==> src/accel_pkg.sv <==
`default_nettype none

package accel_pkg;

    // host address width, covers the RAM and the tile ports
    parameter int addr_w = 9;

    // one signed lane of a vector word
    parameter int lane_w = 16;

    parameter int ram_depth = 256;

    // tiles per kind, fixed by the two unit bits of the address map
    parameter int n_tiles = 4;

    // group codes, X and Y of one kind share a group and differ in is_y
    parameter logic [3:0] grp_acc_x  = 4'h0;
    parameter logic [3:0] grp_acc_y  = 4'h0;
    parameter logic [3:0] grp_norm_x = 4'h1;
    parameter logic [3:0] grp_norm_y = 4'h1;

    // one host address, seen either as a RAM index or as a tile port
    typedef union packed {
        logic [addr_w-1:0] raw;
        struct packed {
            logic       is_mmio;
            logic [3:0] group;
            logic       is_y;
            logic       spare;
            logic [1:0] unit;
        } mmio;
    } rf_addr_u;

endpackage

`default_nettype wire

==> src/bram_if.sv <==
`timescale 1ns/1ps
`default_nettype none

interface bram_if #(
    parameter int data_w = 64
) ();

    logic [$clog2(accel_pkg::ram_depth)-1:0] addr;
    logic                                    we;
    logic                                    re;
    logic [data_w-1:0]                       d;
    logic [data_w-1:0]                       q;

    // decoder side
    modport ctrl (output addr, output we, output re, output d, input q);

    // memory side
    modport mem (input addr, input we, input re, input d, output q);

endinterface

`default_nettype wire

==> src/rf_ram.sv <==
`timescale 1ns/1ps
`default_nettype none

module rf_ram #(
    parameter int data_w = 64
) (
    input  logic                          clk,
    input  logic                          rst_n,

    // host strobes
    input  logic [accel_pkg::addr_w-1:0]  rf_addr,
    input  logic                          rf_we,
    input  logic                          rf_re,
    input  logic [data_w-1:0]             rf_d,
    output logic [data_w-1:0]             rf_q,

    bram_if.ctrl                          ram,

    // accumulate tiles
    output logic [data_w-1:0]             acc_x_data,
    output logic [accel_pkg::n_tiles-1:0] acc_x_ld,
    input  logic [data_w-1:0]             acc_y_data [accel_pkg::n_tiles],

    // normalize tiles
    output logic [data_w-1:0]             norm_x_data,
    output logic [accel_pkg::n_tiles-1:0] norm_x_ld,
    input  logic [data_w-1:0]             norm_y_data [accel_pkg::n_tiles]
);

    // all ones decodes to group 0xf, which maps nothing
    localparam logic [accel_pkg::addr_w-1:0] idle_addr = '1;

    accel_pkg::rf_addr_u cur_addr;
    accel_pkg::rf_addr_u rd_addr;

    assign cur_addr.raw = rf_addr;

    // write data fans out to every target, the strobes pick the one that takes it
    assign acc_x_data  = rf_d;
    assign norm_x_data = rf_d;
    assign ram.d       = rf_d;
    assign ram.addr    = cur_addr.raw[$bits(ram.addr)-1:0];

    // ram reads only for addresses below the mmio window
    assign ram.re = rf_re && !cur_addr.mmio.is_mmio;

    // write routing: RAM, one tile load, or dropped when unmapped
    always_comb begin
        ram.we    = 1'b0;
        acc_x_ld  = '0;
        norm_x_ld = '0;
        if (!cur_addr.mmio.is_mmio) begin
            ram.we = rf_we;
        end else if (rf_we && !cur_addr.mmio.is_y && !cur_addr.mmio.spare) begin
            if (cur_addr.mmio.group == accel_pkg::grp_acc_x) begin
                acc_x_ld[cur_addr.mmio.unit] = 1'b1;
            end else if (cur_addr.mmio.group == accel_pkg::grp_norm_x) begin
                norm_x_ld[cur_addr.mmio.unit] = 1'b1;
            end
        end
    end

    // read address lines up with the RAM output register
    always_ff @(posedge clk) begin
        if (!rst_n) begin
            rd_addr.raw <= idle_addr;
        end else if (rf_re) begin
            rd_addr <= cur_addr;
        end
    end

    // read-back select
    always_comb begin
        rf_q = '0;
        if (!rd_addr.mmio.is_mmio) begin
            rf_q = ram.q;
        end else if (rd_addr.mmio.is_y && !rd_addr.mmio.spare) begin
            if (rd_addr.mmio.group == accel_pkg::grp_acc_y) begin
                rf_q = acc_y_data[rd_addr.mmio.unit];
            end else if (rd_addr.mmio.group == accel_pkg::grp_norm_y) begin
                rf_q = norm_y_data[rd_addr.mmio.unit];
            end
        end
    end

    // host must not strobe a write and a read together
    a_host_we_re_excl : assert property (
        @(posedge clk) disable iff (!rst_n) !(rf_we && rf_re)
    );

    // at most one tile of either kind loads per cycle
    a_single_load : assert property (
        @(posedge clk) disable iff (!rst_n) $onehot0({acc_x_ld, norm_x_ld})
    );

endmodule

`default_nettype wire

==> src/flat_wrapper.sv <==
// flat-port wrapper written by rule: the top's interface ports become plain ports
module rf_ram_flat 
#(
    parameter int data_w = 64
)
  (clk, rst_n, rf_addr, rf_we, rf_re, rf_d, rf_q, acc_x_data, acc_x_ld, acc_y_data, norm_x_data, norm_x_ld, norm_y_data, ram_addr, ram_we, ram_re, ram_d, ram_q);
  bram_if #(.data_w(data_w)) ram_i ();
  input  logic clk;
  input  logic rst_n;
  input  logic [accel_pkg::addr_w-1:0] rf_addr;
  input  logic rf_we;
  input  logic rf_re;
  input  logic [data_w-1:0] rf_d;
  output logic [data_w-1:0] rf_q;
  output logic [data_w-1:0] acc_x_data;
  output logic [accel_pkg::n_tiles-1:0] acc_x_ld;
  input  logic [data_w-1:0] acc_y_data[accel_pkg::n_tiles];
  output logic [data_w-1:0] norm_x_data;
  output logic [accel_pkg::n_tiles-1:0] norm_x_ld;
  input  logic [data_w-1:0] norm_y_data[accel_pkg::n_tiles];
  output wire logic [$bits(ram_i.addr)-1:0] ram_addr;
  output wire logic [$bits(ram_i.we)-1:0] ram_we;
  output wire logic [$bits(ram_i.re)-1:0] ram_re;
  output wire logic [$bits(ram_i.d)-1:0] ram_d;
  input wire logic [$bits(ram_i.q)-1:0] ram_q;
  assign ram_addr = ram_i.addr;
  assign ram_we = ram_i.we;
  assign ram_re = ram_i.re;
  assign ram_d = ram_i.d;
  assign ram_i.q = ram_q;
  rf_ram #(.data_w(data_w)) u_core (.clk(clk), .rst_n(rst_n), .rf_addr(rf_addr), .rf_we(rf_we), .rf_re(rf_re), .rf_d(rf_d), .rf_q(rf_q), .ram(ram_i), .acc_x_data(acc_x_data), .acc_x_ld(acc_x_ld), .acc_y_data(acc_y_data), .norm_x_data(norm_x_data), .norm_x_ld(norm_x_ld), .norm_y_data(norm_y_data));
endmodule
==> config.mk <==
export PLATFORM = sky130hd
export DESIGN_NAME = rf_ram_flat
export DESIGN_NICKNAME = d
export VERILOG_FILES = /design/src/accel_pkg.sv /design/src/bram_if.sv /design/src/rf_ram.sv /design/src/flat_wrapper.sv
export SDC_FILE = /design/constraint.sdc
export NUM_CORES = 1
export LEC_CHECK = 0
export BUFFER_PORTS_ARGS = -buffer_cell sky130_fd_sc_hd__buf_2
export CAP_MARGIN = 0
export CORE_AREA = 5 5 354 356
export DETAILED_ROUTE_END_ITERATION = 12
export DIE_AREA = 0 0 359 361
export GPL_ROUTABILITY_DRIVEN = 0
export SYNTH_ARGS = -nofsm -noshare
export SYNTH_HDL_FRONTEND = slang
export SYNTH_SLANG_ARGS = --single-unit
==> constraint.sdc <==
create_clock -name clk -period 1.5 [get_ports clk]
set_clock_uncertainty 0.05 [all_clocks]
set_input_delay 0.15 -clock clk [delete_from_list [all_inputs] [get_ports clk]]
set_output_delay 0.15 -clock clk [all_outputs]
set_load 0.02 [all_outputs]
==> metrics <==
crit path DAT=2.16 ns; Combinational Power Share=0.845; fin nets=1998; Final period util=1.57; reg-to-reg critical path endpoint=u_core.rd_addr[1]$_SDFFE_PN1P_; layout cell share with drive strength beyond 1=0.795; YS warnings=0; CP Launch Type=flip-flop; Post-synth ARST share=0; Critical Path End Type=primary output; Clock Path Buffers=2; final setup margin=-0.862 ns; placed inst area=0.0116 mm²; Worst-Margin Slew=0.520 ns; largest area contributor in the netlist=mux2i_1; worst path buffer plus inverter count=4; Cell Pwr Density=344 mW/mm²; worst r2r path cells=5; Clock Power Share=0.099; failing checks=negative setup slack; number of antenna violations at the first check in global routing=106; synthesized area=0.00668 mm²; RSZ-0062 raised after global routing=yes; MaxCap Viol Count=0; Initial DRC Count=639; I/O pin count=927; Worst Path Required=1.30 ns; Seq pwr share=0.056; reg2reg setup slack=0.27 ns; R2R Path Start=u_core.rd_addr[1]$_SDFFE_PN1P_; CTS H-tree depth=1; largest net degree at the start of global routing=34; register area share after synthesis=0.0270; Yosys cell types=26; Most common cell on crit path=buf_12; Slew Viols, Final=0; Total Wirelength=87300 µm; CTS sink count=9; Finished Cell Area=0.0139 mm²; vias in the first global route=9706; DP Wirelength=78000 µm; Synth top area share=0.396; syn_area_per_cell=8.69 µm²; initial core utilization=0.0550; P_leak=6.90 nW; CP endpoint=rf_q[14]; hold_buf cts=0; Die X=359 µm; DR DRC count=0; Post-synth top cells=264 x mux2i_1, 204 x buf_4, 128 x a22oi_1, 64 x a32o_1, 30 x buf_6; status=finished, violations left; CP max FO=9; port bufs=670; vias=9579; Crit Path Class=flip-flop to primary output; Rows=128; final hold violation count=0; TNS Setup=-46.07 ns; most common cell in the synthesized netlist=mux2i_1; Tmin final=2.36 ns; Die ar.=0.130 mm²; slowest stage delay, CP=0.50 ns; Crit-path slowest cell=mux2i_4; vias per cell=3.20; Hold WC Path Type=primary input to flip-flop; syn nets=1422; first-pass GRT wire length=107000 µm; Routed WL per cell=29.2 µm; gr usage total=0.126; core region area=0.121 mm²; P&R area growth vs syn=108%; CTS tree=yes; Synth Flop Type=dfxtp_1; largest registers=u_core.rd_addr x9; drt pass-1 iters=5; worst skew pair latency=0.23 ns; top post-synthesis cells by area=mux2i_1 40%, buf_4 23%, a22oi_1 14%; Max IR drop VDD=0.339 mV; Int Power=2.64 mW; max reg flops=9; start point of the critical path=u_core.rd_addr[1]$_SDFFE_PN1P_; Max Clk Rate=0.423 GHz; switch share=0.447; Root Driver=clkbuf_16; delay-heaviest family, CP=buffers and inverters; DRT antenna net count=0; Worst path depth=7; worst slack at placement=-1.11 ns; Vert. Die Dim=361 µm; final setup violation count=64; crit path cell chain=buf_12 -> buf_16 -> buf_12 -> mux2i_4 -> a22oi_2 -> a32o_2 -> buf_6; Largest Register=u_core.rd_addr; Clock Pin Slew Worst Setup and Hold Paths=0.04 ns; EDFF count, synth=0; Post-Synthesis Cells=769; GR Overflow Total=0; Psw=2.14 mW; CTS Buf Count=3; synthesized flop and latch total=9; slew margin rel.=0.646
## power by group through the flow
stage          Clock (mW)  Sequential [mW]  Combinational [mW]
4_1_cts             0.478            0.268                3.98
3_5_place_dp            0            0.273                3.22
5_1_grt             0.491            0.270                4.28
3_3_place_gp            0            0.272                3.19
2_1_floorplan           0            0.268                2.01
6_report            0.472            0.268                4.04
## placed cells by master, fill, tap and decap left out, types with 2 or more instances in the layout
| cell | count |
|---|---|
| buf_2 | 617 |
| mux2i_1 | 178 |
| buf_4 | 91 |
| buf_6 | 72 |
| a22oi_2 | 66 |
| a32o_2 | 62 |
| a22oi_1 | 62 |
| mux2i_4 | 56 |
| buf_12 | 40 |
| mux2i_2 | 30 |
| diode_2 | 23 |
| buf_16 | 11 |
| buf_8 | 10 |
| nand2_1 | 9 |
| nor2_1 | 7 |
| dfxtp_1 | 7 |
| clkbuf_16 | 3 |
| nor3_1 | 2 |
| nand2b_1 | 2 |
| nor2b_4 | 2 |
| a32o_1 | 2 |
| nor2b_1 | 2 |
## area by class of cell
class | instances | area (µm²)
Antenna cell | 23 | 57.6
Clock buffer | 4 | 78.8
Fill cell | 14000 | 108000
Inverter | 1 | 6.26
Multi-Input combinational cell | 489 | 5690
Sequential cell | 9 | 185
Tap cell | 1625 | 2030
Timing Repair Buffer | 841 | 5840
## worst register-to-register path, cell delays in order (launching register included)
cell	delay [ns]
dfxtp_4	0.34
buf_4	0.14
buf_12	0.15
buf_6	0.18
mux2i_1	0.16
nand2_1	0.09
## cell families after synthesis
family,after synthesis,share of synthesized area
simple gates,32,0.0262
mux,264,0.396
buf+inv,271,0.311
flops,9,0.0270
compound gates,193,0.240
## per-stage QoR
step	total power, mW	util	hold WS [ns]	std cells
finish	4.78	0.114	0.131	2992
global placement	3.46	0.0953	0.250	2934
detailed placement	3.49	0.0953	0.250	2934
global route	5.04	0.114	0.142	2982
CTS	4.73	0.111	0.119	2964
floorplan	2.28	-	0.228	769
## timing repair
action,CTS,global route
gates cloned,10,0
pin swaps,63,42
setup buffers,18,9
endpoints found under the setup margin,69,66
gates resized for setup,314,70
## how the worst min path moves through the flow
stage	from	endpoint	slack, ns	cells after the start
after floorplan	rf_addr[2]	u_core.rd_addr[2]$_SDFFE_PN1P_	0.23	2
after global placement	rf_d[43]	acc_x_data[43]	0.25	0
after detailed placement	rf_d[43]	acc_x_data[43]	0.25	0
after CTS	rst_n	u_core.rd_addr[4]$_SDFFE_PN1P_	0.12	2
after global routing	rst_n	u_core.rd_addr[2]$_SDFFE_PN1P_	0.14	2
final	rst_n	u_core.rd_addr[3]$_SDFFE_PN1P_	0.13	2
## routing by layer
metal | track usage | wire (µm) | vias up
li1 | - | - | 3968
met4 | 0.0276 | 2700 | 58
met3 | 0.0762 | 12800 | 173
met2 | 0.198 | 38300 | 935
met5 | 0.00109 | 398 | -
met1 | 0.147 | 33000 | 4445
No activity file was read; power rests on OpenSTA's default activity.
