<file path="src/accel_pkg.sv">
`default_nettype none

package accel_pkg;

    // host address width, covers the RAM and the tile ports
    parameter int addr_w = 9;

    // one signed lane of a vector word
    parameter int lane_w = 16;

    parameter int ram_depth = 256;

    // tiles per kind, fixed by the two unit bits of the address map
    parameter int n_tiles = 4;

    // group codes, X and Y of one kind share a group and differ in is_y
    parameter logic [3:0] grp_acc_x  = 4'h0;
    parameter logic [3:0] grp_acc_y  = 4'h0;
    parameter logic [3:0] grp_norm_x = 4'h1;
    parameter logic [3:0] grp_norm_y = 4'h1;

    // one host address, seen either as a RAM index or as a tile port
    typedef union packed {
        logic [addr_w-1:0] raw;
        struct packed {
            logic       is_mmio;
            logic [3:0] group;
            logic       is_y;
            logic       spare;
            logic [1:0] unit;
        } mmio;
    } rf_addr_u;

endpackage

`default_nettype wire

</file>
<file path="src/acc_tile.sv">
`timescale 1ns/1ps
`default_nettype none

module acc_tile #(
    parameter int data_w = 64
) (
    input  logic              clk,
    input  logic              rst_n,
    input  logic [data_w-1:0] x_data,
    input  logic              x_ld,
    output logic [data_w-1:0] y_data
);

    localparam int lw      = accel_pkg::lane_w;
    localparam int n_lanes = data_w / lw;

    localparam logic [lw-1:0] lane_max = {1'b0, {(lw-1){1'b1}}};
    localparam logic [lw-1:0] lane_min = {1'b1, {(lw-1){1'b0}}};

    logic [data_w-1:0] acc;
    logic [data_w-1:0] acc_next;

    if (data_w % lw != 0) begin : g_bad_width
        $error("acc_tile: data_w must be a multiple of the lane width");
    end

    // one extra bit per lane catches the overflow
    always_comb begin
        logic signed [lw:0] sum;
        for (int i = 0; i < n_lanes; i++) begin
            sum = signed'(acc[i*lw +: lw]) + signed'(x_data[i*lw +: lw]);
            if (sum[lw] != sum[lw-1]) begin
                acc_next[i*lw +: lw] = sum[lw] ? lane_min : lane_max;
            end else begin
                acc_next[i*lw +: lw] = sum[lw-1:0];
            end
        end
    end

    always_ff @(posedge clk) begin
        if (!rst_n) begin
            acc <= '0;
        end else if (x_ld) begin
            acc <= acc_next;
        end
    end

    assign y_data = acc;

    a_load_known : assert property (
        @(posedge clk) disable iff (!rst_n) x_ld |-> !$isunknown(x_data)
    );

endmodule

`default_nettype wire

</file>
<file path="config.mk">
export PLATFORM = sky130hd
export DESIGN_NAME = acc_tile
export DESIGN_NICKNAME = d
export VERILOG_FILES = /design/src/accel_pkg.sv /design/src/acc_tile.sv
export SDC_FILE = /design/constraint.sdc
export NUM_CORES = 1
export LEC_CHECK = 0
export ABC_AREA = 1
export BUFFER_PORTS_ARGS = -buffer_cell sky130_fd_sc_hd__buf_2
export CORE_MARGIN = 5
export CORE_UTILIZATION = 55
export CTS_CLUSTER_DIAMETER = 50
export DETAILED_ROUTE_END_ITERATION = 8
export MAX_ROUTING_LAYER = met4
export PLACE_DENSITY = 0.81
export SLEW_MARGIN = 20
export SYNTH_ARGS = -nofsm -noshare
export SYNTH_HDL_FRONTEND = slang
export SYNTH_SLANG_ARGS = --single-unit
</file>
<file path="constraint.sdc">
create_clock -name clk -period 2.4 [get_ports clk]
set_input_delay 0.36 -clock clk [delete_from_list [all_inputs] [get_ports clk]]
set_output_delay 0.36 -clock clk [all_outputs]
set_load 0.02 [all_outputs]
</file>
==> qor.txt, run 1 <==
Status: finished, final reports clean
Final Hold Vio Count: 0
CP Launch Point: y_data[32]$_SDFFE_PN0P_
Initial Util: 56.03%
Die area: 0.01319 mm^2
Clock Sinks: 64
Combinational share of power: 54.5%
GP Congestion: 0.9426
CTS tree: done
Setup TNS: 0 ns
CTS clk-pin slew, worst paths: 0.08 ns
Non-Filler Instances: 1,209
Critical Path Fanout Max: 7
Ys async rst share: 0%
Worst VDD drop: 411.7 uV
Hold Crit Class: input port to flop
Final period utilization: 93.43%
Clk_lat worst skew: 0.36 ns
Vias in the first global route: 5,895
Worst Setup End Kind: flop
Final core occ: 65.70%
Post-Place Cell Area: 0.006877 mm^2
First-pass GRT wire length: 25,970 um
Core area: 0.01079 mm^2
Antenna violations before repair: 0
Largest net degree at the start of global routing: 36
Power per standard cell area: 730.0 mW/mm^2
Routed vias: 6,348
Via/cell ratio: 5.251
# placed instances: 1,192
Num CTS Buffers: 9
Max Clock Freq: 445.9 MHz
YS warnings: 0
DPL Wire Length: 12,010 um
Starting DRT DRC Count: 329
Leak: 3.958 nW
Tmin final: 2.242 ns
Nets: 1,199
Fin worst setup slack: 0.1576 ns
Hold WS: 0.3827 ns
Max reg flops: 64
Clock Skew: 0.01087 ns
IO Port Bufs: 130
Slew @ Worst Pin: 0.4182 ns
Finished Cell Area: 0.007091 mm^2
Post-synth EDFFs: 0
Type of the worst setup path: flop to flop
DR pass1 iterations: 5
Post-detailed-route DRC marker count: 0
CP Launch Type: flop
Chip Width: 114.9 um
Flops & latches, synth: 64
Critical Path RT: 2.65 ns
Die Y: 114.9 um
Ant. Diodes: 0
Total GRT Usage: 24.46%
Net Sw Frac: 45.59%
Final count of pins violating max slew: 0
Syn_nets: 1,063
Clk root buf: clkbuf_8
Routed wire length: 15,410 um
Switching power: 2.360 mW
H-tree depth: 3
Netlist cell types: 35
Share of post-route cells with drive strength above 1: 20.77%
FILL cells: 1,015
DR WL/cell: 12.75 um
Clock Path Buffers: 2
Hold_buf cts: 0
IO Pins: 131
Max-cap violations: 0
Reg2Reg Setup Slack: 0.16 ns
Tot Pwr: 5.176 mW
Syn avg cell area: 6.516 um^2
RSZ-0062 raised after global routing: false
Ys flop type: dfxtp_1
Area growth, synth to finish: 17.26%
Clock share of power: 19.1%
Setup violators final: 0
Mapped cell area: 0.006047 mm^2
CP Data Arrival Time: 2.50 ns
Dpl ws: 0.04469 ns
GRT overflow: 0
Routed Antenna Nets: 0
Int Power: 2.816 mW
# rows: 38
Cells after Synth: 928
Post-synthesis sequential area ratio: 21.19%
Reg2reg start: y_data[32]$_SDFFE_PN0P_
Share of power burned in registers: 26.4%
Max_slew headroom: 71.95%
Hold wc startpoint: rst_n
[routing by layer]
layer | GRT usage (%) | up-vias | share of wire [%]
met2 | 39.70 | 193 | 46
met1 | 30.96 | 2822 | 46
li1 | - | 3300 | -
met5 | - | - | 0
met4 | 8.372 | 0 | 2.3
met3 | 3.895 | 33 | 6.0
[worst max-delay path: stages (launching register included)]
cell	delay (ns)
dfxtp_1	0.39
ha_1	0.18
inv_1	0.05
fa_1	0.41
o21ai_2	0.19
nand2_1	0.09
nand2_2	0.11
nand2_2	0.07
nand2_1	0.07
nand2_1	0.05
nand2_2	0.11
nor2_4	0.05
nor2_4	0.10
buf_4	0.19
a21oi_1	0.08
[cell usage in the layout, fill, tap and decap left out, types with 13 or more instances in the layout]
cell type / count
ha_1: 64
a21oi_2: 32
inv_1: 98
nand2_1: 282
a21oi_1: 77
xor2_1: 29
nand2_2: 19
nor2_1: 58
o21ai_0: 61
buf_2: 130
nand3_1: 50
dfxtp_1: 64
buf_4: 13
[cell families (layout without fill, tap and decap cells)]
family          after synthesis  in the layout  share of synthesized area [%]
compound gates              191            191                          18.75
flops                        64             64                          21.19
buf+inv                     121            262                          8.628
fa+ha+maj                    68             68                          14.57
simple gates                443            443                          30.93
xor+xnor                     41             41                          5.938
[power by group through the flow]
stage / registers [mW] / logic, mW / clock network [mW]
5_1_grt: 1.39 / 3.17 / 1.06
3_3_place_gp: 1.39 / 2.76 / 0
4_1_cts: 1.37 / 2.81 / 1.01
2_1_floorplan: 1.57 / 1.96 / 0
3_5_place_dp: 1.39 / 2.78 / 0
6_report: 1.37 / 2.82 / 0.991
[path summary, 6_finish.rpt]
path / depth (start not counted) / to
hold reg to reg: 2 / y_data[23]$_SDFFE_PN0P_
hold / removal: 3 / y_data[29]$_SDFFE_PN0P_
setup / recovery: 14 / y_data[35]$_SDFFE_PN0P_
setup reg to reg: 14 / y_data[35]$_SDFFE_PN0P_
[Yosys cell counts, types with 3 or more instances]
cell      count  area (um^2)
nand3b_1      5        37.54
a21oi_2      32        280.3
nand2_1     282         1059
fa_1          4        80.08
nor2_4        3        33.78
ha_1         64        800.8
xor2_1       29        254.0
inv_1        98        367.9
xnor2_1      12        105.1
a21oi_1      77        385.4
and2_1        7        43.79
or2_1         3        18.77
a31oi_1       5        31.28
buf_6         7        78.83
nor3_1       10        50.05
nand2_2      20        125.1
o21ai_0      61        305.3
nor2_1       58        217.7
clkbuf_1     11        41.29
nand3_1      50        250.2
dfxtp_1      64         1281
o21bai_1      9        67.56
[repair_timing]
action,CTS,global route
buffers inserted,0,1
setup endpoints to repair,0,17
gates resized for setup,0,3
[layout make-up]
class                           count  area (um^2)  area share, %
Clock buffer                       13        158.9          2.241
Clock inverter                      3        40.04         0.5647
Inverter                          100        377.9          5.329
Multi-Input combinational cell    743         4249          59.93
Sequential cell                    64         1281          18.07
Tap cell                          140        175.2          2.470
Timing Repair Buffer              146        808.3          11.40
No activity file was read; power rests on OpenSTA's default activity.
==> run 2: changes to the inputs <==
--- a/config.mk
+++ b/config.mk
@@ -11,6 +11,7 @@
 export CORE_UTILIZATION = 55
 export CTS_CLUSTER_DIAMETER = 50
 export DETAILED_ROUTE_END_ITERATION = 8
+export GPL_TIMING_DRIVEN = 0
 export MAX_ROUTING_LAYER = met4
 export PLACE_DENSITY = 0.81
 export SLEW_MARGIN = 20
==> qor.txt, run 2 (same netlist as run 1, synthesis figures left out) <==
IO Pins: 131
H-tree depth: 3
Status: finished, final reports clean
Cell count of the worst hold path: 3
Clock Skew: 0.008716 ns
Tot Pwr: 5.305 mW
Reg2Reg Setup Slack: 0.13 ns
Max-cap violations: 0
Die area: 0.01319 mm^2
Worst VDD drop: 390.6 uV
Area growth, synth to finish: 18.93%
Hold Crit Class: input port to flop
Num CTS Buffers: 9
Hold WS: 0.3810 ns
Leak: 3.983 nW
Reg2reg start: y_data[48]$_SDFFE_PN0P_
Share of post-route cells with drive strength above 1: 21.50%
Clk root buf: clkbuf_8
Power per standard cell area: 737.6 mW/mm^2
Chip Width: 114.9 um
Setup violators final: 0
CP Launch Type: flop
Final period utilization: 94.50%
DR WL/cell: 13.31 um
Clock share of power: 19.3%
# rows: 38
Share of power burned in registers: 25.7%
Met3 Use GR: 4.421%
Antenna violations before repair: 0
Initial Util: 56.03%
Net Sw Frac: 45.58%
Final Hold Vio Count: 0
Routed Antenna Nets: 0
Max_slew headroom: 64.60%
Clk_lat worst skew: 0.37 ns
Ant. Diodes: 0
Max reg flops: 64
Clock Path Buffers: 2
Clock Sinks: 64
IO Port Bufs: 128
Met1 GRT Util: 30.97%
Reg2Reg Capture Point: y_data[57]$_SDFFE_PN0P_
Critical Path Fanout Max: 10
Type of the worst setup path: flop to flop
Routed wire length: 16,230 um
Vias in the first global route: 6,078
DR pass1 iterations: 4
Hold wc startpoint: x_ld
GP Congestion: 0.9590
Gr busiest metal: met2
GRT overflow: 0
Final count of pins violating max slew: 0
FF-to-FF path depth: 14
Routed vias: 6,404
Most common cell after layout, fill and taps aside: nand2_1
Commonest non-fill, non-tap cells in the layout: 278 x nand2_1, 128 x buf_2, 98 x inv_1
Tmin final: 2.268 ns
Combinational share of power: 55.0%
Core area: 0.01079 mm^2
CTS clk-pin slew, worst paths: 0.07 ns
Worst Setup End Kind: flop
Post-detailed-route DRC marker count: 0
Via/cell ratio: 5.253
CTS tree: done
Nets: 1,210
DPL Wire Length: 12,770 um
Max Clock Freq: 440.9 MHz
Die Y: 114.9 um
Switching power: 2.418 mW
Largest net degree at the start of global routing: 11
CP Data Arrival Time: 2.51 ns
Grt met2 use: 41.51%
Total GRT Usage: 25.37%
Starting DRT DRC Count: 332
Int Power: 2.887 mW
CP Launch Point: y_data[48]$_SDFFE_PN0P_
First-pass GRT wire length: 26,660 um
Critical Path RT: 2.64 ns
Hold EP: y_data[25]$_SDFFE_PN0P_
Slew @ Worst Pin: 0.5310 ns
run 2: cell types whose count changed in the layout (fill, tap and decap cells not counted), moves of 3 or more:
| cell | change |
|---|---|
| nand2_1 | -4 |
| buf_6 | +6 |
| nand2_2 | +3 |
| buf_4 | -5 |
| clkbuf_1 | +9 |
run 2: power groups by stage:
| stage | sequential, mW | combinational [mW] | clock [mW] |
|---|---|---|---|
| 3_3_place_gp | 1.38 | 2.77 | 0 |
| 5_1_grt | 1.39 | 3.27 | 1.08 |
| 6_report | 1.37 | 2.92 | 1.02 |
| 2_1_floorplan | 1.57 | 1.96 | 0 |
| 3_5_place_dp | 1.39 | 2.81 | 0 |
| 4_1_cts | 1.36 | 2.83 | 1.04 |
run 2: through the flow:
| step | setup slack [ns] | cell area (um^2) | TNS [ns] | util, % | cells |
|---|---|---|---|---|---|
| after floorplan | 0.1502 | 6047 | 0 | - | 928 |
| after global placement | -0.1181 | 6863 | -1.379 | 63.59 | 1196 |
| after detailed placement | -0.1386 | 6863 | -1.871 | 63.59 | 1196 |
| after CTS | 0.004243 | 7076 | 0 | 65.56 | 1211 |
| after global routing | -0.01365 | 7192 | -0.08420 | 66.64 | 1219 |
| final | 0.1319 | 7192 | 0 | 66.64 | 1219 |
run 2: final cells by class:
class	instances	area (um^2)
multi-input cells	743	4284
fillers	1003	3601
flip-flops and latches	64	1284
repair buffers	136	704.4
inverters	100	375.4
well taps	140	175.2
clock buffers	12	165.2
plain buffers	21	163.9
clock inverters	3	40.04
run 2: worst max path at each step:
| stage | cells after the start | end | slack [ns] |
|---|---|---|---|
| floorplan | 13 | y_data[30]$_SDFFE_PN0P_ | 0.15 |
| global placement | 14 | y_data[30]$_SDFFE_PN0P_ | -0.12 |
| detailed placement | 14 | y_data[24]$_SDFFE_PN0P_ | -0.14 |
| CTS | 13 | y_data[24]$_SDFFE_PN0P_ | 0.004 |
| global route | 14 | y_data[52]$_SDFFE_PN0P_ | -0.01 |
| finish | 14 | y_data[57]$_SDFFE_PN0P_ | 0.13 |
run 2: timing repair:
action,CTS,global route
gates cloned,0,1
resized for setup,1,18
setup buffers,0,7
hold buffers,0,0
setup endpoints to repair,10,51
pin swaps,0,6
run 2: critical path, cell delays in order, from the launching register on:
cell and delay, ns:
dfxtp_1 0.35, ha_1 0.16, inv_1 0.06, fa_1 0.43
o21ai_2 0.21, nand2_1 0.10, nand2_2 0.11, nand2_2 0.06
nand2_1 0.07, nand2_1 0.06, nand2_2 0.10, nor2_2 0.06
nor2_4 0.15, buf_12 0.17, a21oi_4 0.05
run 2: per-layer routing:
metal,up-vias,routed length [um]
li1,3323,-
met1,2870,7339
met2,182,7620
met3,29,988
met4,0,282
met5,-,0
==> run 3: changes to the inputs <==
--- a/config.mk
+++ b/config.mk
@@ -7,7 +7,6 @@
 export LEC_CHECK = 0
 export ABC_AREA = 1
 export BUFFER_PORTS_ARGS = -buffer_cell sky130_fd_sc_hd__buf_2
-export CORE_MARGIN = 5
 export CORE_UTILIZATION = 55
 export CTS_CLUSTER_DIAMETER = 50
 export DETAILED_ROUTE_END_ITERATION = 8
==> qor.txt, run 3 (same netlist as run 1, synthesis figures left out) <==
Status: finished, final reports clean
IO Port Bufs: 128
Slew @ Worst Pin: 0.5521 ns
Leak: 3.953 nW
Max-cap violations: 0
Clock Path Buffers: 2
Total GRT Usage: 28.27%
Clock Sinks: 64
Tot Pwr: 5.228 mW
Combinational share of power: 54.9%
Chip Width: 106.9 um
Tmin final: 2.269 ns
CTS clk-pin slew, worst paths: 0.07 ns
GRT overflow: 0
Share of power burned in registers: 26.1%
Core area: 0.01051 mm^2
Hold WS: 0.3964 ns
Finished Cell Area: 0.007147 mm^2
CP Data Arrival Time: 2.51 ns
Max reg flops: 64
Worst Setup End Kind: flop
# rows: 37
Post-Place Cell Area: 0.006858 mm^2
Net Sw Frac: 45.59%
Worst VDD drop: 657.1 uV
Clk root buf: clkbuf_8
Routed vias: 6,289
Critical Path Fanout Max: 6
Int Power: 2.845 mW
Multi-input logic area: 0.004267 mm^2
Final Hold Vio Count: 0
Routed wire length: 15,250 um
Initial Util: 57.54%
Register area: 0.001284 mm^2
Antenna violations before repair: 0
Die Y: 106.9 um
FILL cells: 987
Share of post-route cells with drive strength above 1: 21.24%
DPL Wire Length: 12,050 um
Type of the worst setup path: flop to flop
Critical Path RT: 2.64 ns
CP Launch Type: flop
Die area: 0.01142 mm^2
Via/cell ratio: 5.180
Clock Skew: 0.008949 ns
Final count of pins violating max slew: 0
IO Pins: 131
Num CTS Buffers: 9
Hold_buf cts: 0
Switching power: 2.383 mW
Power per standard cell area: 731.5 mW/mm^2
Max Clock Freq: 440.7 MHz
Ant. Diodes: 0
Largest net degree at the start of global routing: 12
Nets: 1,208
Area growth, synth to finish: 18.19%
H-tree depth: 3
Most common cell after layout, fill and taps aside: nand2_1
GP Congestion: 0.9642
CTS tree: done
First-pass GRT wire length: 25,210 um
Vias in the first global route: 5,634
RSZ-0062 raised after global routing: false
Post-detailed-route DRC marker count: 0
Setup TNS: 0 ns
Hold Crit Class: input port to flop
Commonest non-fill, non-tap cells in the layout: 278 x nand2_1, 128 x buf_2, 98 x inv_1
Setup violators final: 0
Max_slew headroom: 63.19%
Clock share of power: 19.0%
DR WL/cell: 12.56 um
Final core occ: 68.01%
Starting DRT DRC Count: 323
DR pass1 iterations: 5
Final period utilization: 94.55%
Clk_lat worst skew: 0.36 ns
Routed Antenna Nets: 0
## run 3: changes by cell type in the layout (fill, tap and decap cells not counted), moves of 2 or more
cell / previous run / this run
buf_4: 8 / 6
nand2_4: 2 / 0
nand2_2: 22 / 24
clkinvlp_4: 0 / 2
## run 3: worst max-delay path, stage by stage, from the launching register on
cell	delay (ns)
dfxtp_2	0.34
ha_1	0.16
inv_1	0.06
fa_2	0.35
nand3b_1	0.19
nand2_2	0.11
nand2_1	0.07
nand2_2	0.08
nand2_1	0.09
nand3_1	0.10
nand2_2	0.10
a21oi_4	0.28
buf_6	0.17
a21oi_1	0.07
## run 3: final timing paths
kind,startpoint,to,cells after the start,slack [ns]
hold reg to reg,y_data[23]$_SDFFE_PN0P_,y_data[23]$_SDFFE_PN0P_,2,0.51
hold / removal,x_ld,y_data[0]$_SDFFE_PN0P_,3,0.40
setup reg to reg,y_data[16]$_SDFFE_PN0P_,y_data[24]$_SDFFE_PN0P_,13,0.13
setup / recovery,y_data[16]$_SDFFE_PN0P_,y_data[24]$_SDFFE_PN0P_,13,0.13
## run 3: through the flow
stage,worst slack [ns],instances
floorplan,0.1502,928
global placement,-0.1073,1192
detailed placement,-0.1382,1192
CTS,0.001086,1208
global route,0.008622,1214
finish,0.1308,1214
## run 3: cell type report
type | count | share of cell area, %
Buffer | 21 | 2.171
Clock buffer | 11 | 2.118
Multi-Input combinational cell | 743 | 59.70
Clock inverter | 5 | 0.7703
Tap cell | 136 | 2.381
Inverter | 100 | 5.252
Sequential cell | 64 | 17.96
Timing Repair Buffer | 134 | 9.646
## run 3: layer usage
| layer | track usage (%) | part of all wire, % | vias to the layer above |
|---|---|---|---|
| li1 | - | - | 3320 |
| met1 | 35.16 | 47 | 2768 |
| met2 | 46.41 | 46 | 178 |
| met3 | 5.350 | 5.6 | 23 |
| met4 | 8.708 | 1.6 | 0 |
| met5 | - | 0 | - |
## run 3: repair_timing
| action | in CTS | in global routing |
|---|---|---|
| buffers inserted | 0 | 5 |
| endpoints found under the hold margin | 0 | 0 |
| pin swaps | 0 | 5 |
| gates resized for setup | 1 | 12 |
| cloned | 0 | 1 |
| endpoints found under the setup margin | 10 | 41 |
## run 3: power groups by stage
| stage | combinational, mW | clock, mW | sequential (mW) |
|---|---|---|---|
| final | 2.87 | 0.996 | 1.36 |
| after global routing | 3.22 | 1.07 | 1.39 |
| after CTS | 2.82 | 1.01 | 1.36 |
| after detailed placement | 2.79 | 0 | 1.38 |
| after global placement | 2.76 | 0 | 1.38 |
| after floorplan | 1.96 | 0 | 1.57 |
