`config.mk`:
```
export PLATFORM = sky130hd
export DESIGN_NAME = norm_tile
export DESIGN_NICKNAME = d
export VERILOG_FILES = /design/src/accel_pkg.sv /design/src/norm_tile.sv
export SDC_FILE = /design/constraint.sdc
export NUM_CORES = 1
export LEC_CHECK = 0
export BUFFER_PORTS_ARGS = -buffer_cell sky130_fd_sc_hd__clkbuf_2
export CORE_MARGIN = 2
export CORE_UTILIZATION = 40
export DETAILED_ROUTE_END_ITERATION = 12
export HOLD_SLACK_MARGIN = 0.03
export SLEW_MARGIN = 20
export SYNTH_ARGS = -nofsm -noshare
export SYNTH_HDL_FRONTEND = slang
export SYNTH_SLANG_ARGS = --single-unit
```
`constraint.sdc`:
```
create_clock -name clk -period 5.1 [get_ports clk]
set_input_delay 0.765 -clock clk [delete_from_list [all_inputs] [get_ports clk]]
set_output_delay 0.765 -clock clk [all_outputs]
set_load 0.01 [all_outputs]
```
`src/accel_pkg.sv`:
```
`default_nettype none

package accel_pkg;

    // host address width, covers the RAM and the tile ports
    parameter int addr_w = 9;

    // one signed lane of a vector word
    parameter int lane_w = 16;

    parameter int ram_depth = 256;

    // tiles per kind, fixed by the two unit bits of the address map
    parameter int n_tiles = 4;

    // group codes, X and Y of one kind share a group and differ in is_y
    parameter logic [3:0] grp_acc_x  = 4'h0;
    parameter logic [3:0] grp_acc_y  = 4'h0;
    parameter logic [3:0] grp_norm_x = 4'h1;
    parameter logic [3:0] grp_norm_y = 4'h1;

    // one host address, seen either as a RAM index or as a tile port
    typedef union packed {
        logic [addr_w-1:0] raw;
        struct packed {
            logic       is_mmio;
            logic [3:0] group;
            logic       is_y;
            logic       spare;
            logic [1:0] unit;
        } mmio;
    } rf_addr_u;

endpackage

`default_nettype wire

```
`src/norm_tile.sv`:
```
`timescale 1ns/1ps
`default_nettype none

module norm_tile #(
    parameter int data_w = 64
) (
    input  logic              clk,
    input  logic              rst_n,
    input  logic [data_w-1:0] x_data,
    input  logic              x_ld,
    output logic [data_w-1:0] y_data
);

    localparam int lw      = accel_pkg::lane_w;
    localparam int n_lanes = data_w / lw;
    localparam int sh      = $clog2(n_lanes);

    // sum of all lanes needs sh growth bits
    localparam int sw = lw + sh;

    logic [data_w-1:0] held;
    logic [data_w-1:0] held_next;

    // mean is a shift, so the lane count has to be a power of two
    if ((n_lanes & (n_lanes - 1)) != 0 || n_lanes * lw != data_w) begin : g_bad_lanes
        $error("norm_tile: data_w must hold a power-of-two number of lanes");
    end

    always_comb begin
        logic signed [sw-1:0] sum;
        logic signed [sw-1:0] mean;
        logic signed [sw-1:0] diff;
        sum = '0;
        for (int i = 0; i < n_lanes; i++) begin
            sum = sum + signed'(x_data[i*lw +: lw]);
        end
        // arithmetic shift, so the mean rounds toward minus infinity
        mean = sum >>> sh;
        for (int i = 0; i < n_lanes; i++) begin
            diff = signed'(x_data[i*lw +: lw]) - mean;
            held_next[i*lw +: lw] = diff[lw-1:0];
        end
    end

    // a new load replaces the previous word
    always_ff @(posedge clk) begin
        if (!rst_n) begin
            held <= '0;
        end else if (x_ld) begin
            held <= held_next;
        end
    end

    assign y_data = held;

endmodule

`default_nettype wire

```
==> impl_metrics.xml, run 1 <==
<?xml version="1.0" encoding="UTF-8"?>
<metrics>
  <group name="floorplan">
    <metric name="floorplan.die_area" unit="sq um">18600</metric>
    <metric name="start_util" unit="%">40.8</metric>
    <metric name="placeableCoreArea" unit="sq um">17200</metric>
    <metric name="die_width" unit="um">137</metric>
    <metric name="std_cell_rows" unit="">48</metric>
    <metric name="io-pin-count" unit="">131</metric>
    <metric name="chipHeight" unit="um">137</metric>
  </group>
  <group name="hold_path">
    <metric name="holdCritPathClass" unit="">register to register</metric>
    <metric name="worst_hold_depth" unit="">1</metric>
    <metric name="hold_start" unit="">y_data[27]</metric>
    <metric name="hold_path_end" unit="">y_data[27]</metric>
  </group>
  <group name="yosys">
    <metric name="synth_top_area_share" unit="%">18.2</metric>
    <metric name="yosys_warnings" unit="">0</metric>
    <metric name="netlist_top_cells_area" unit="">sky130_fd_sc_hd__dfxtp_1 (18%), sky130_fd_sc_hd__fa_1 (11%), sky130_fd_sc_hd__ha_1 (9.6%), sky130_fd_sc_hd__xnor2_1 (6.1%), sky130_fd_sc_hd__mux2i_1 (5.3%)</metric>
    <metric name="cell_area_after_synthesis" unit="sq um">7030</metric>
    <metric name="synth_sequential_area_ratio" unit="%">18.2</metric>
    <metric name="synthFlopType" unit="">sky130_fd_sc_hd__dfxtp_1</metric>
    <metric name="synth-seq-cells" unit="">64</metric>
    <metric name="synth_largest_area_cell" unit="">sky130_fd_sc_hd__dfxtp_1</metric>
    <metric name="syn_avg_cell_area" unit="sq um">8.38</metric>
    <metric name="netlist_instances" unit="">839</metric>
    <metric name="synth_edf_count" unit="">0</metric>
    <metric name="ys_async_sr_fraction" unit="%">0</metric>
    <metric name="synth_cell_type_count" unit="">76</metric>
    <metric name="net_count_after_synthesis" unit="">997</metric>
  </group>
  <group name="critical_path">
    <metric name="setup.worst_path.start" unit="">x_data[34]</metric>
    <metric name="critical-path-slowest-cell" unit="">sky130_fd_sc_hd__fa_1</metric>
    <metric name="timing_worst_setup_path_type" unit="">primary input to register</metric>
    <metric name="crit_path_start_kind" unit="">primary input</metric>
    <metric name="r2r_endpoint" unit="">y_data[63]</metric>
    <metric name="cp.required" unit="ns">5.33</metric>
    <metric name="worst_path_dominant_cell_family" unit="">adder cells</metric>
    <metric name="worst-path-max-fanout" unit="">4</metric>
    <metric name="cp_common_cell" unit="">sky130_fd_sc_hd__buf_4</metric>
    <metric name="crit_path_end_kind" unit="">register</metric>
    <metric name="critical_path_buf_inv_count" unit="">8</metric>
    <metric name="crit_arrival" unit="ns">5.38</metric>
    <metric name="critPathMaxStageDelay" unit="ns">0.55</metric>
    <metric name="ff2ff_setup_slack" unit="ns">4.13</metric>
    <metric name="worstReg2RegStart" unit="">y_data[63]</metric>
    <metric name="rr_worst_depth" unit="">4</metric>
    <metric name="critical_path.cell_chain" unit="">buf_8 &gt; inv_4 &gt; fa_1 &gt; inv_1 &gt; fa_1 &gt; ha_1 &gt; nand4b_1 &gt; a21oi_2 &gt; buf_4 &gt; buf_4 &gt; a21oi_2 &gt; xor2_2 &gt; buf_4 &gt; ha_4 &gt; nor2_1 &gt; nor3_2 &gt; buf_4 &gt; o22ai_4 &gt; a221oi_4 &gt; nor2_2 &gt; o311ai_4 &gt; a31oi_2 &gt; buf_4 &gt; a221o_1</metric>
  </group>
  <group name="global_route">
    <metric name="grt_start_max_net_pins" unit="">69</metric>
    <metric name="overflow" unit="">0</metric>
    <metric name="grt_pass1_vias" unit="">7051</metric>
    <metric name="grt_pass1_wl" unit="um">35700</metric>
    <metric name="grt_use_total" unit="%">24.6</metric>
    <metric name="antenna_found_initial" unit="">0</metric>
  </group>
  <group name="clock_tree">
    <metric name="longest_clk_path_bufs" unit="">2</metric>
    <metric name="cts_hold_buffers" unit="">0</metric>
    <metric name="h-tree-depth" unit="">3</metric>
    <metric name="numCtsBuffers" unit="">9</metric>
    <metric name="cts.sinks" unit="">64</metric>
    <metric name="cts_tree" unit="">yes</metric>
    <metric name="clk-insertion-delay-late" unit="ns">0.34</metric>
    <metric name="cts-root-buf" unit="">sky130_fd_sc_hd__clkbuf_16</metric>
    <metric name="cts.reportedPaths.clkPinSlew" unit="ns">0.06</metric>
  </group>
  <group name="place">
    <metric name="dp_worst_setup_slack" unit="ns">-0.622</metric>
    <metric name="io_buffer_count" unit="">130</metric>
    <metric name="post-place-cells" unit="">1363</metric>
    <metric name="dp_hpwl" unit="um">18400</metric>
    <metric name="gp_routability_congestion" unit="">0.916</metric>
  </group>
  <group name="final_layout">
    <metric name="mostFrequentLayoutCell" unit="">sky130_fd_sc_hd__buf_4</metric>
    <metric name="multi_input_comb_area" unit="sq um">6050</metric>
    <metric name="layout-drive-gt1-share" unit="%">41.7</metric>
    <metric name="layout.filler_cells" unit="">1477</metric>
    <metric name="final_cell_count_no_fill" unit="">1399</metric>
    <metric name="area_growth_syn_to_layout" unit="%">50.8</metric>
    <metric name="leading_cell_types_in_the_layout_fill_and_taps_excluded" unit="">sky130_fd_sc_hd__buf_4 (213), sky130_fd_sc_hd__clkbuf_2 (126), sky130_fd_sc_hd__inv_1 (93), sky130_fd_sc_hd__dfxtp_1 (64), sky130_fd_sc_hd__nand2_1 (52)</metric>
    <metric name="largest_register_ff_count" unit="">64</metric>
    <metric name="finish.net_count" unit="">1327</metric>
    <metric name="ff_latch_area" unit="sq um">1280</metric>
    <metric name="antennaDiodeCount" unit="">0</metric>
    <metric name="final_core_utilization" unit="%">61.5</metric>
  </group>
  <group name="detailed_routing">
    <metric name="route.antenna.remaining_nets" unit="">0</metric>
    <metric name="wl_per_cell" unit="um">16.8</metric>
    <metric name="drtIter0Drc" unit="">503</metric>
    <metric name="postRouteWirelength" unit="um">23500</metric>
    <metric name="post-route-drc-count" unit="">0</metric>
    <metric name="vias_per_cell" unit="">5.22</metric>
    <metric name="detail_route.first_pass.iterations" unit="">5</metric>
    <metric name="detailroute.via_count" unit="">7303</metric>
  </group>
  <group name="power_and_ir_drop">
    <metric name="power.share.sequential" unit="%">9.1</metric>
    <metric name="power.leakage" unit="nW">5.21</metric>
    <metric name="p_switching" unit="mW">3.92</metric>
    <metric name="power.ir.vdd_worst" unit="V">0.000308</metric>
    <metric name="power_switching_share" unit="%">45.5</metric>
    <metric name="power.combinational.fraction" unit="%">83.9</metric>
    <metric name="power_density" unit="nW/um^2">813</metric>
    <metric name="internal_power" unit="mW">4.69</metric>
    <metric name="clkPwrFrac" unit="%">7.0</metric>
  </group>
  <group name="sta">
    <metric name="worst_margin_slew" unit="ns">0.754</metric>
    <metric name="finalSetupViolations" unit="">3</metric>
    <metric name="fin_crit_sh" unit="%">101</metric>
    <metric name="finalClockSkew" unit="ns">0</metric>
    <metric name="timing.final.ws_setup" unit="ns">-0.0539</metric>
    <metric name="rsz0062_at_grt" unit="">yes</metric>
    <metric name="final.min_clock_period" unit="ns">5.15</metric>
    <metric name="final_hold_viol_count" unit="">0</metric>
    <metric name="maxSlewHeadroom" unit="%">49.7</metric>
    <metric name="final_max_slew_viol_count" unit="">0</metric>
    <metric name="timing.fmax" unit="MHz">194</metric>
    <metric name="fin_hold_ws" unit="ns">0.481</metric>
  </group>
  <group name="job">
    <metric name="drv.max_cap_violation_count" unit="">0</metric>
  </group>
  <group name="status">
    <metric name="outcome" unit="">finished, violations left</metric>
    <metric name="failed_checks" unit="">negative setup slack</metric>
  </group>
</metrics>
cell type report:
cell class,instances,share of cell area (%)
Multi-Input combinational cell,649,57.1
Timing Repair Buffer,347,22.0
Sequential cell,64,12.1
Inverter,98,3.49
Tap cell,225,2.66
Clock buffer,10,2.25
Clock inverter,6,0.401
kinds of logic after synthesis:
group,synth area share (%)
compound gates,20.7
xor+xnor,8.60
fa+ha+maj,21.2
buf+inv,7.05
flops,18.2
mux,5.59
simple gates,18.6
synth_stat cells, types with 6 or more instances:
cell                        count
sky130_fd_sc_hd__nor3_1        25
sky130_fd_sc_hd__o21ai_0       30
sky130_fd_sc_hd__o211a_1       18
sky130_fd_sc_hd__a31oi_1       11
sky130_fd_sc_hd__nand2b_1      15
sky130_fd_sc_hd__o21ai_1        7
sky130_fd_sc_hd__o31ai_1        7
sky130_fd_sc_hd__a211oi_1      14
sky130_fd_sc_hd__xor2_1        13
sky130_fd_sc_hd__nand3b_1       6
sky130_fd_sc_hd__xnor2_1       49
sky130_fd_sc_hd__dfxtp_1       64
sky130_fd_sc_hd__a21o_1        25
sky130_fd_sc_hd__ha_1          54
sky130_fd_sc_hd__and3_1         8
sky130_fd_sc_hd__nand3_1       17
sky130_fd_sc_hd__nor2_1        42
sky130_fd_sc_hd__o2111ai_1      6
sky130_fd_sc_hd__clkbuf_1      22
sky130_fd_sc_hd__nand2_1       57
sky130_fd_sc_hd__and2_1        11
sky130_fd_sc_hd__fa_1          37
sky130_fd_sc_hd__a21oi_1       26
sky130_fd_sc_hd__inv_1         97
sky130_fd_sc_hd__mux2i_1       37
sky130_fd_sc_hd__nor2b_1       42
metrics by stage:
stage          setup TNS [ns]  cell area, sq um  total power, mW
2_1_floorplan        -0.00206              7110             4.39
4_1_cts               -0.0196              9940             7.70
3_3_place_gp            -8.62              9410             6.69
5_1_grt                 -1.53             10600             9.27
6_report              -0.0728             10600             8.62
3_5_place_dp           -11.08              9410             6.76
worst max path at each step:
stage | slack [ns] | endpoint | cells past startpoint
finish | -0.05 | y_data[62] | 24
floorplan | -0.002 | y_data[62] | 20
detailed placement | -0.62 | y_data[29] | 22
CTS | -0.02 | y_data[60] | 21
global route | -0.22 | y_data[15] | 23
global placement | -0.49 | y_data[29] | 22
timing repair:
item,CTS,global route
setup endpoints to repair,19,29
gates resized for setup,44,107
setup buffers,6,17
pin swaps,35,74
power groups by stage:
stage                     Sequential (mW)  Combinational [mW]  Clock [mW]
after global placement              0.790                5.90           0
final                               0.786                7.23       0.603
after detailed placement            0.793                5.96           0
after global routing                0.802                7.83       0.635
after CTS                           0.785                6.30       0.620
after floorplan                     0.851                3.54           0
routing by layer:
metal	GRT usage (%)	up-vias	wire (um)
met2	39.0	203	11000
met4	6.31	0	456
met5	0	-	0
met1	34.8	3461	11000
li1	-	3609	-
met3	3.70	30	1140
No activity file was read; power rests on OpenSTA's default activity.
==> run 2, diff against run 1 <==
- PLACE_DENSITY_LB_ADDON: default -> 0.08
- clock period: 5.1 -> 4.78 ns (I/O delays scaled with it)
==> impl_metrics.xml, run 2 (synthesized netlist as in run 1, its figures left out) <==
<?xml version="1.0" encoding="UTF-8"?>
<metrics>
  <group name="power_and_ir_drop">
    <metric name="power.total" unit="mW">9.73</metric>
    <metric name="power_density" unit="nW/um^2">857</metric>
    <metric name="power.ir.vdd_worst" unit="V">0.000433</metric>
    <metric name="power.leakage" unit="nW">5.54</metric>
  </group>
  <group name="critical_path">
    <metric name="timing_worst_setup_path_type" unit="">primary input to register</metric>
    <metric name="rr_worst_depth" unit="">4</metric>
    <metric name="cp.required" unit="ns">5.03</metric>
    <metric name="crit_path_end_kind" unit="">register</metric>
    <metric name="r2r_endpoint" unit="">y_data[63]</metric>
    <metric name="worst-path-max-fanout" unit="">3</metric>
    <metric name="worstReg2RegStart" unit="">y_data[63]</metric>
    <metric name="crit_arrival" unit="ns">5.23</metric>
    <metric name="crit_path_start_kind" unit="">primary input</metric>
    <metric name="ff2ff_setup_slack" unit="ns">3.80</metric>
  </group>
  <group name="detailed_routing">
    <metric name="route.antenna.remaining_nets" unit="">0</metric>
    <metric name="detailroute.via_count" unit="">7398</metric>
    <metric name="detail_route.first_pass.iterations" unit="">5</metric>
    <metric name="wl_per_cell" unit="um">16.0</metric>
    <metric name="vias_per_cell" unit="">5.11</metric>
    <metric name="post-route-drc-count" unit="">0</metric>
    <metric name="drtIter0Drc" unit="">249</metric>
    <metric name="postRouteWirelength" unit="um">23200</metric>
  </group>
  <group name="final_layout">
    <metric name="finish.net_count" unit="">1378</metric>
    <metric name="final_cell_count_no_fill" unit="">1449</metric>
    <metric name="antennaDiodeCount" unit="">0</metric>
    <metric name="layout.filler_cells" unit="">1470</metric>
    <metric name="mostFrequentLayoutCell" unit="">sky130_fd_sc_hd__buf_4</metric>
    <metric name="area_growth_syn_to_layout" unit="%">61.6</metric>
    <metric name="largest_register_ff_count" unit="">64</metric>
    <metric name="layout-drive-gt1-share" unit="%">46.7</metric>
    <metric name="leading_cell_types_in_the_layout_fill_and_taps_excluded" unit="">sky130_fd_sc_hd__buf_4 (255), sky130_fd_sc_hd__clkbuf_2 (123), sky130_fd_sc_hd__inv_1 (84), sky130_fd_sc_hd__dfxtp_1 (64), sky130_fd_sc_hd__nand2_1 (55)</metric>
  </group>
  <group name="place">
    <metric name="io_buffer_count" unit="">130</metric>
    <metric name="dp_hpwl" unit="um">18300</metric>
    <metric name="gp_routability_congestion" unit="">0.863</metric>
    <metric name="post-place-cells" unit="">1404</metric>
  </group>
  <group name="clock_tree">
    <metric name="cts_tree" unit="">yes</metric>
    <metric name="cts.reportedPaths.clkPinSlew" unit="ns">0.06</metric>
    <metric name="longest_clk_path_bufs" unit="">2</metric>
    <metric name="cts.sinks" unit="">64</metric>
    <metric name="cts-root-buf" unit="">sky130_fd_sc_hd__clkbuf_16</metric>
    <metric name="cts_hold_buffers" unit="">0</metric>
    <metric name="numCtsBuffers" unit="">9</metric>
    <metric name="h-tree-depth" unit="">3</metric>
    <metric name="clk-insertion-delay-late" unit="ns">0.35</metric>
  </group>
  <group name="status">
    <metric name="outcome" unit="">finished, violations left</metric>
    <metric name="failed_checks" unit="">negative setup slack</metric>
  </group>
  <group name="sta">
    <metric name="timing.final.ws_setup" unit="ns">-0.205</metric>
    <metric name="finalClockSkew" unit="ns">0</metric>
    <metric name="maxSlewHeadroom" unit="%">38.1</metric>
    <metric name="rsz0062_at_grt" unit="">yes</metric>
    <metric name="final.min_clock_period" unit="ns">4.99</metric>
    <metric name="final_max_slew_viol_count" unit="">0</metric>
    <metric name="finalSetupViolations" unit="">18</metric>
    <metric name="final_hold_viol_count" unit="">0</metric>
    <metric name="timing.fmax" unit="MHz">201</metric>
    <metric name="fin_crit_sh" unit="%">104</metric>
    <metric name="worst_margin_slew" unit="ns">0.929</metric>
  </group>
  <group name="global_route">
    <metric name="grt_pass1_vias" unit="">7222</metric>
    <metric name="grt_util_met3" unit="%">2.67</metric>
    <metric name="grt_pass1_wl" unit="um">36000</metric>
    <metric name="grt_use_met1" unit="%">30.5</metric>
    <metric name="globalRouteMet2Util" unit="%">45.2</metric>
    <metric name="overflow" unit="">0</metric>
    <metric name="grt_start_max_net_pins" unit="">81</metric>
    <metric name="grt_use_total" unit="%">25.1</metric>
    <metric name="global_route.peak_usage_layer" unit="">met2</metric>
    <metric name="antenna_found_initial" unit="">0</metric>
  </group>
  <group name="floorplan">
    <metric name="io-pin-count" unit="">131</metric>
    <metric name="start_util" unit="%">40.8</metric>
    <metric name="std_cell_rows" unit="">48</metric>
    <metric name="die_width" unit="um">137</metric>
    <metric name="placeableCoreArea" unit="sq um">17200</metric>
    <metric name="chipHeight" unit="um">137</metric>
    <metric name="floorplan.die_area" unit="sq um">18600</metric>
  </group>
  <group name="job">
    <metric name="drv.max_cap_violation_count" unit="">0</metric>
  </group>
  <group name="hold_path">
    <metric name="holdCritPathClass" unit="">register to register</metric>
    <metric name="worst_hold_depth" unit="">1</metric>
    <metric name="hold_start" unit="">y_data[2]</metric>
    <metric name="hold_path_end" unit="">y_data[2]</metric>
  </group>
</metrics>
==> run 2: critical path: stages <==
cell,delay (ns)
sky130_fd_sc_hd__buf_8,0.08
sky130_fd_sc_hd__inv_4,0.03
sky130_fd_sc_hd__fa_1,0.57
sky130_fd_sc_hd__fa_1,0.44
sky130_fd_sc_hd__nand3b_1,0.20
sky130_fd_sc_hd__fa_2,0.40
sky130_fd_sc_hd__nor2b_4,0.14
sky130_fd_sc_hd__o21ai_2,0.07
sky130_fd_sc_hd__nand2b_1,0.13
sky130_fd_sc_hd__buf_6,0.13
sky130_fd_sc_hd__xnor2_4,0.14
sky130_fd_sc_hd__buf_6,0.14
sky130_fd_sc_hd__ha_4,0.20
sky130_fd_sc_hd__a21o_1,0.22
sky130_fd_sc_hd__a2111oi_4,0.34
sky130_fd_sc_hd__nor3_4,0.09
sky130_fd_sc_hd__o22ai_4,0.14
sky130_fd_sc_hd__a221oi_4,0.10
sky130_fd_sc_hd__o21ai_2,0.16
sky130_fd_sc_hd__o311ai_4,0.15
sky130_fd_sc_hd__a31oi_2,0.18
sky130_fd_sc_hd__and4bb_1,0.20
sky130_fd_sc_hd__a221o_1,0.25
==> run 2: layer usage <==
layer / share of wire, % / up-vias
li1: - / 3712
met1: 43 / 3490
met2: 51 / 163
met3: 3.3 / 33
met4: 2.8 / 0
met5: 0 / -
==> run 2: layout make-up <==
cell class	count	area, sq um	share of cell area, %
clock buffer	9	225	1.98
inverter	98	378	3.33
timing repair buffer	398	2760	24.3
multi-input combinational	649	6340	55.9
sequential	64	1280	11.3
clock inverter	6	85.1	0.749
tap	225	282	2.48
==> run 2: power by group <==
group          switching (mW)  internal, mW
Sequential              0.101         0.728
Clock                   0.274         0.452
Combinational            3.88          4.30
Total                    4.25          5.48
==> run 2: worst max path at each step <==
stage | slack (ns) | startpoint | endpoint
final | -0.21 | x_data[1] | y_data[62]
after global routing | -0.41 | x_data[1] | y_data[45]
after CTS | -0.28 | x_data[1] | y_data[62]
after detailed placement | -0.81 | x_data[33] | y_data[62]
after global placement | -0.74 | x_data[7] | y_data[15]
after floorplan | -0.23 | x_data[2] | y_data[63]
==> run 2: what timing repair did <==
action	CTS	global route
buffers inserted	14	20
gates resized for setup	76	90
pin swaps	62	84
setup endpoints to repair	29	32
cloned	0	0
==> run 2: stage by stage <==
step                      area (sq um)  utilization [%]  hold slack [ns]  setup TNS, ns  setup slack [ns]
after global placement            9870             57.3            0.464         -17.53            -0.744
after global routing             11400             65.9            0.499          -7.00            -0.415
after CTS                        10800             62.5            0.483          -1.85            -0.279
final                            11400             65.9            0.477          -1.86            -0.205
after detailed placement          9870             57.3            0.466         -18.25            -0.810
after floorplan                   7280                -            0.494          -1.11            -0.229
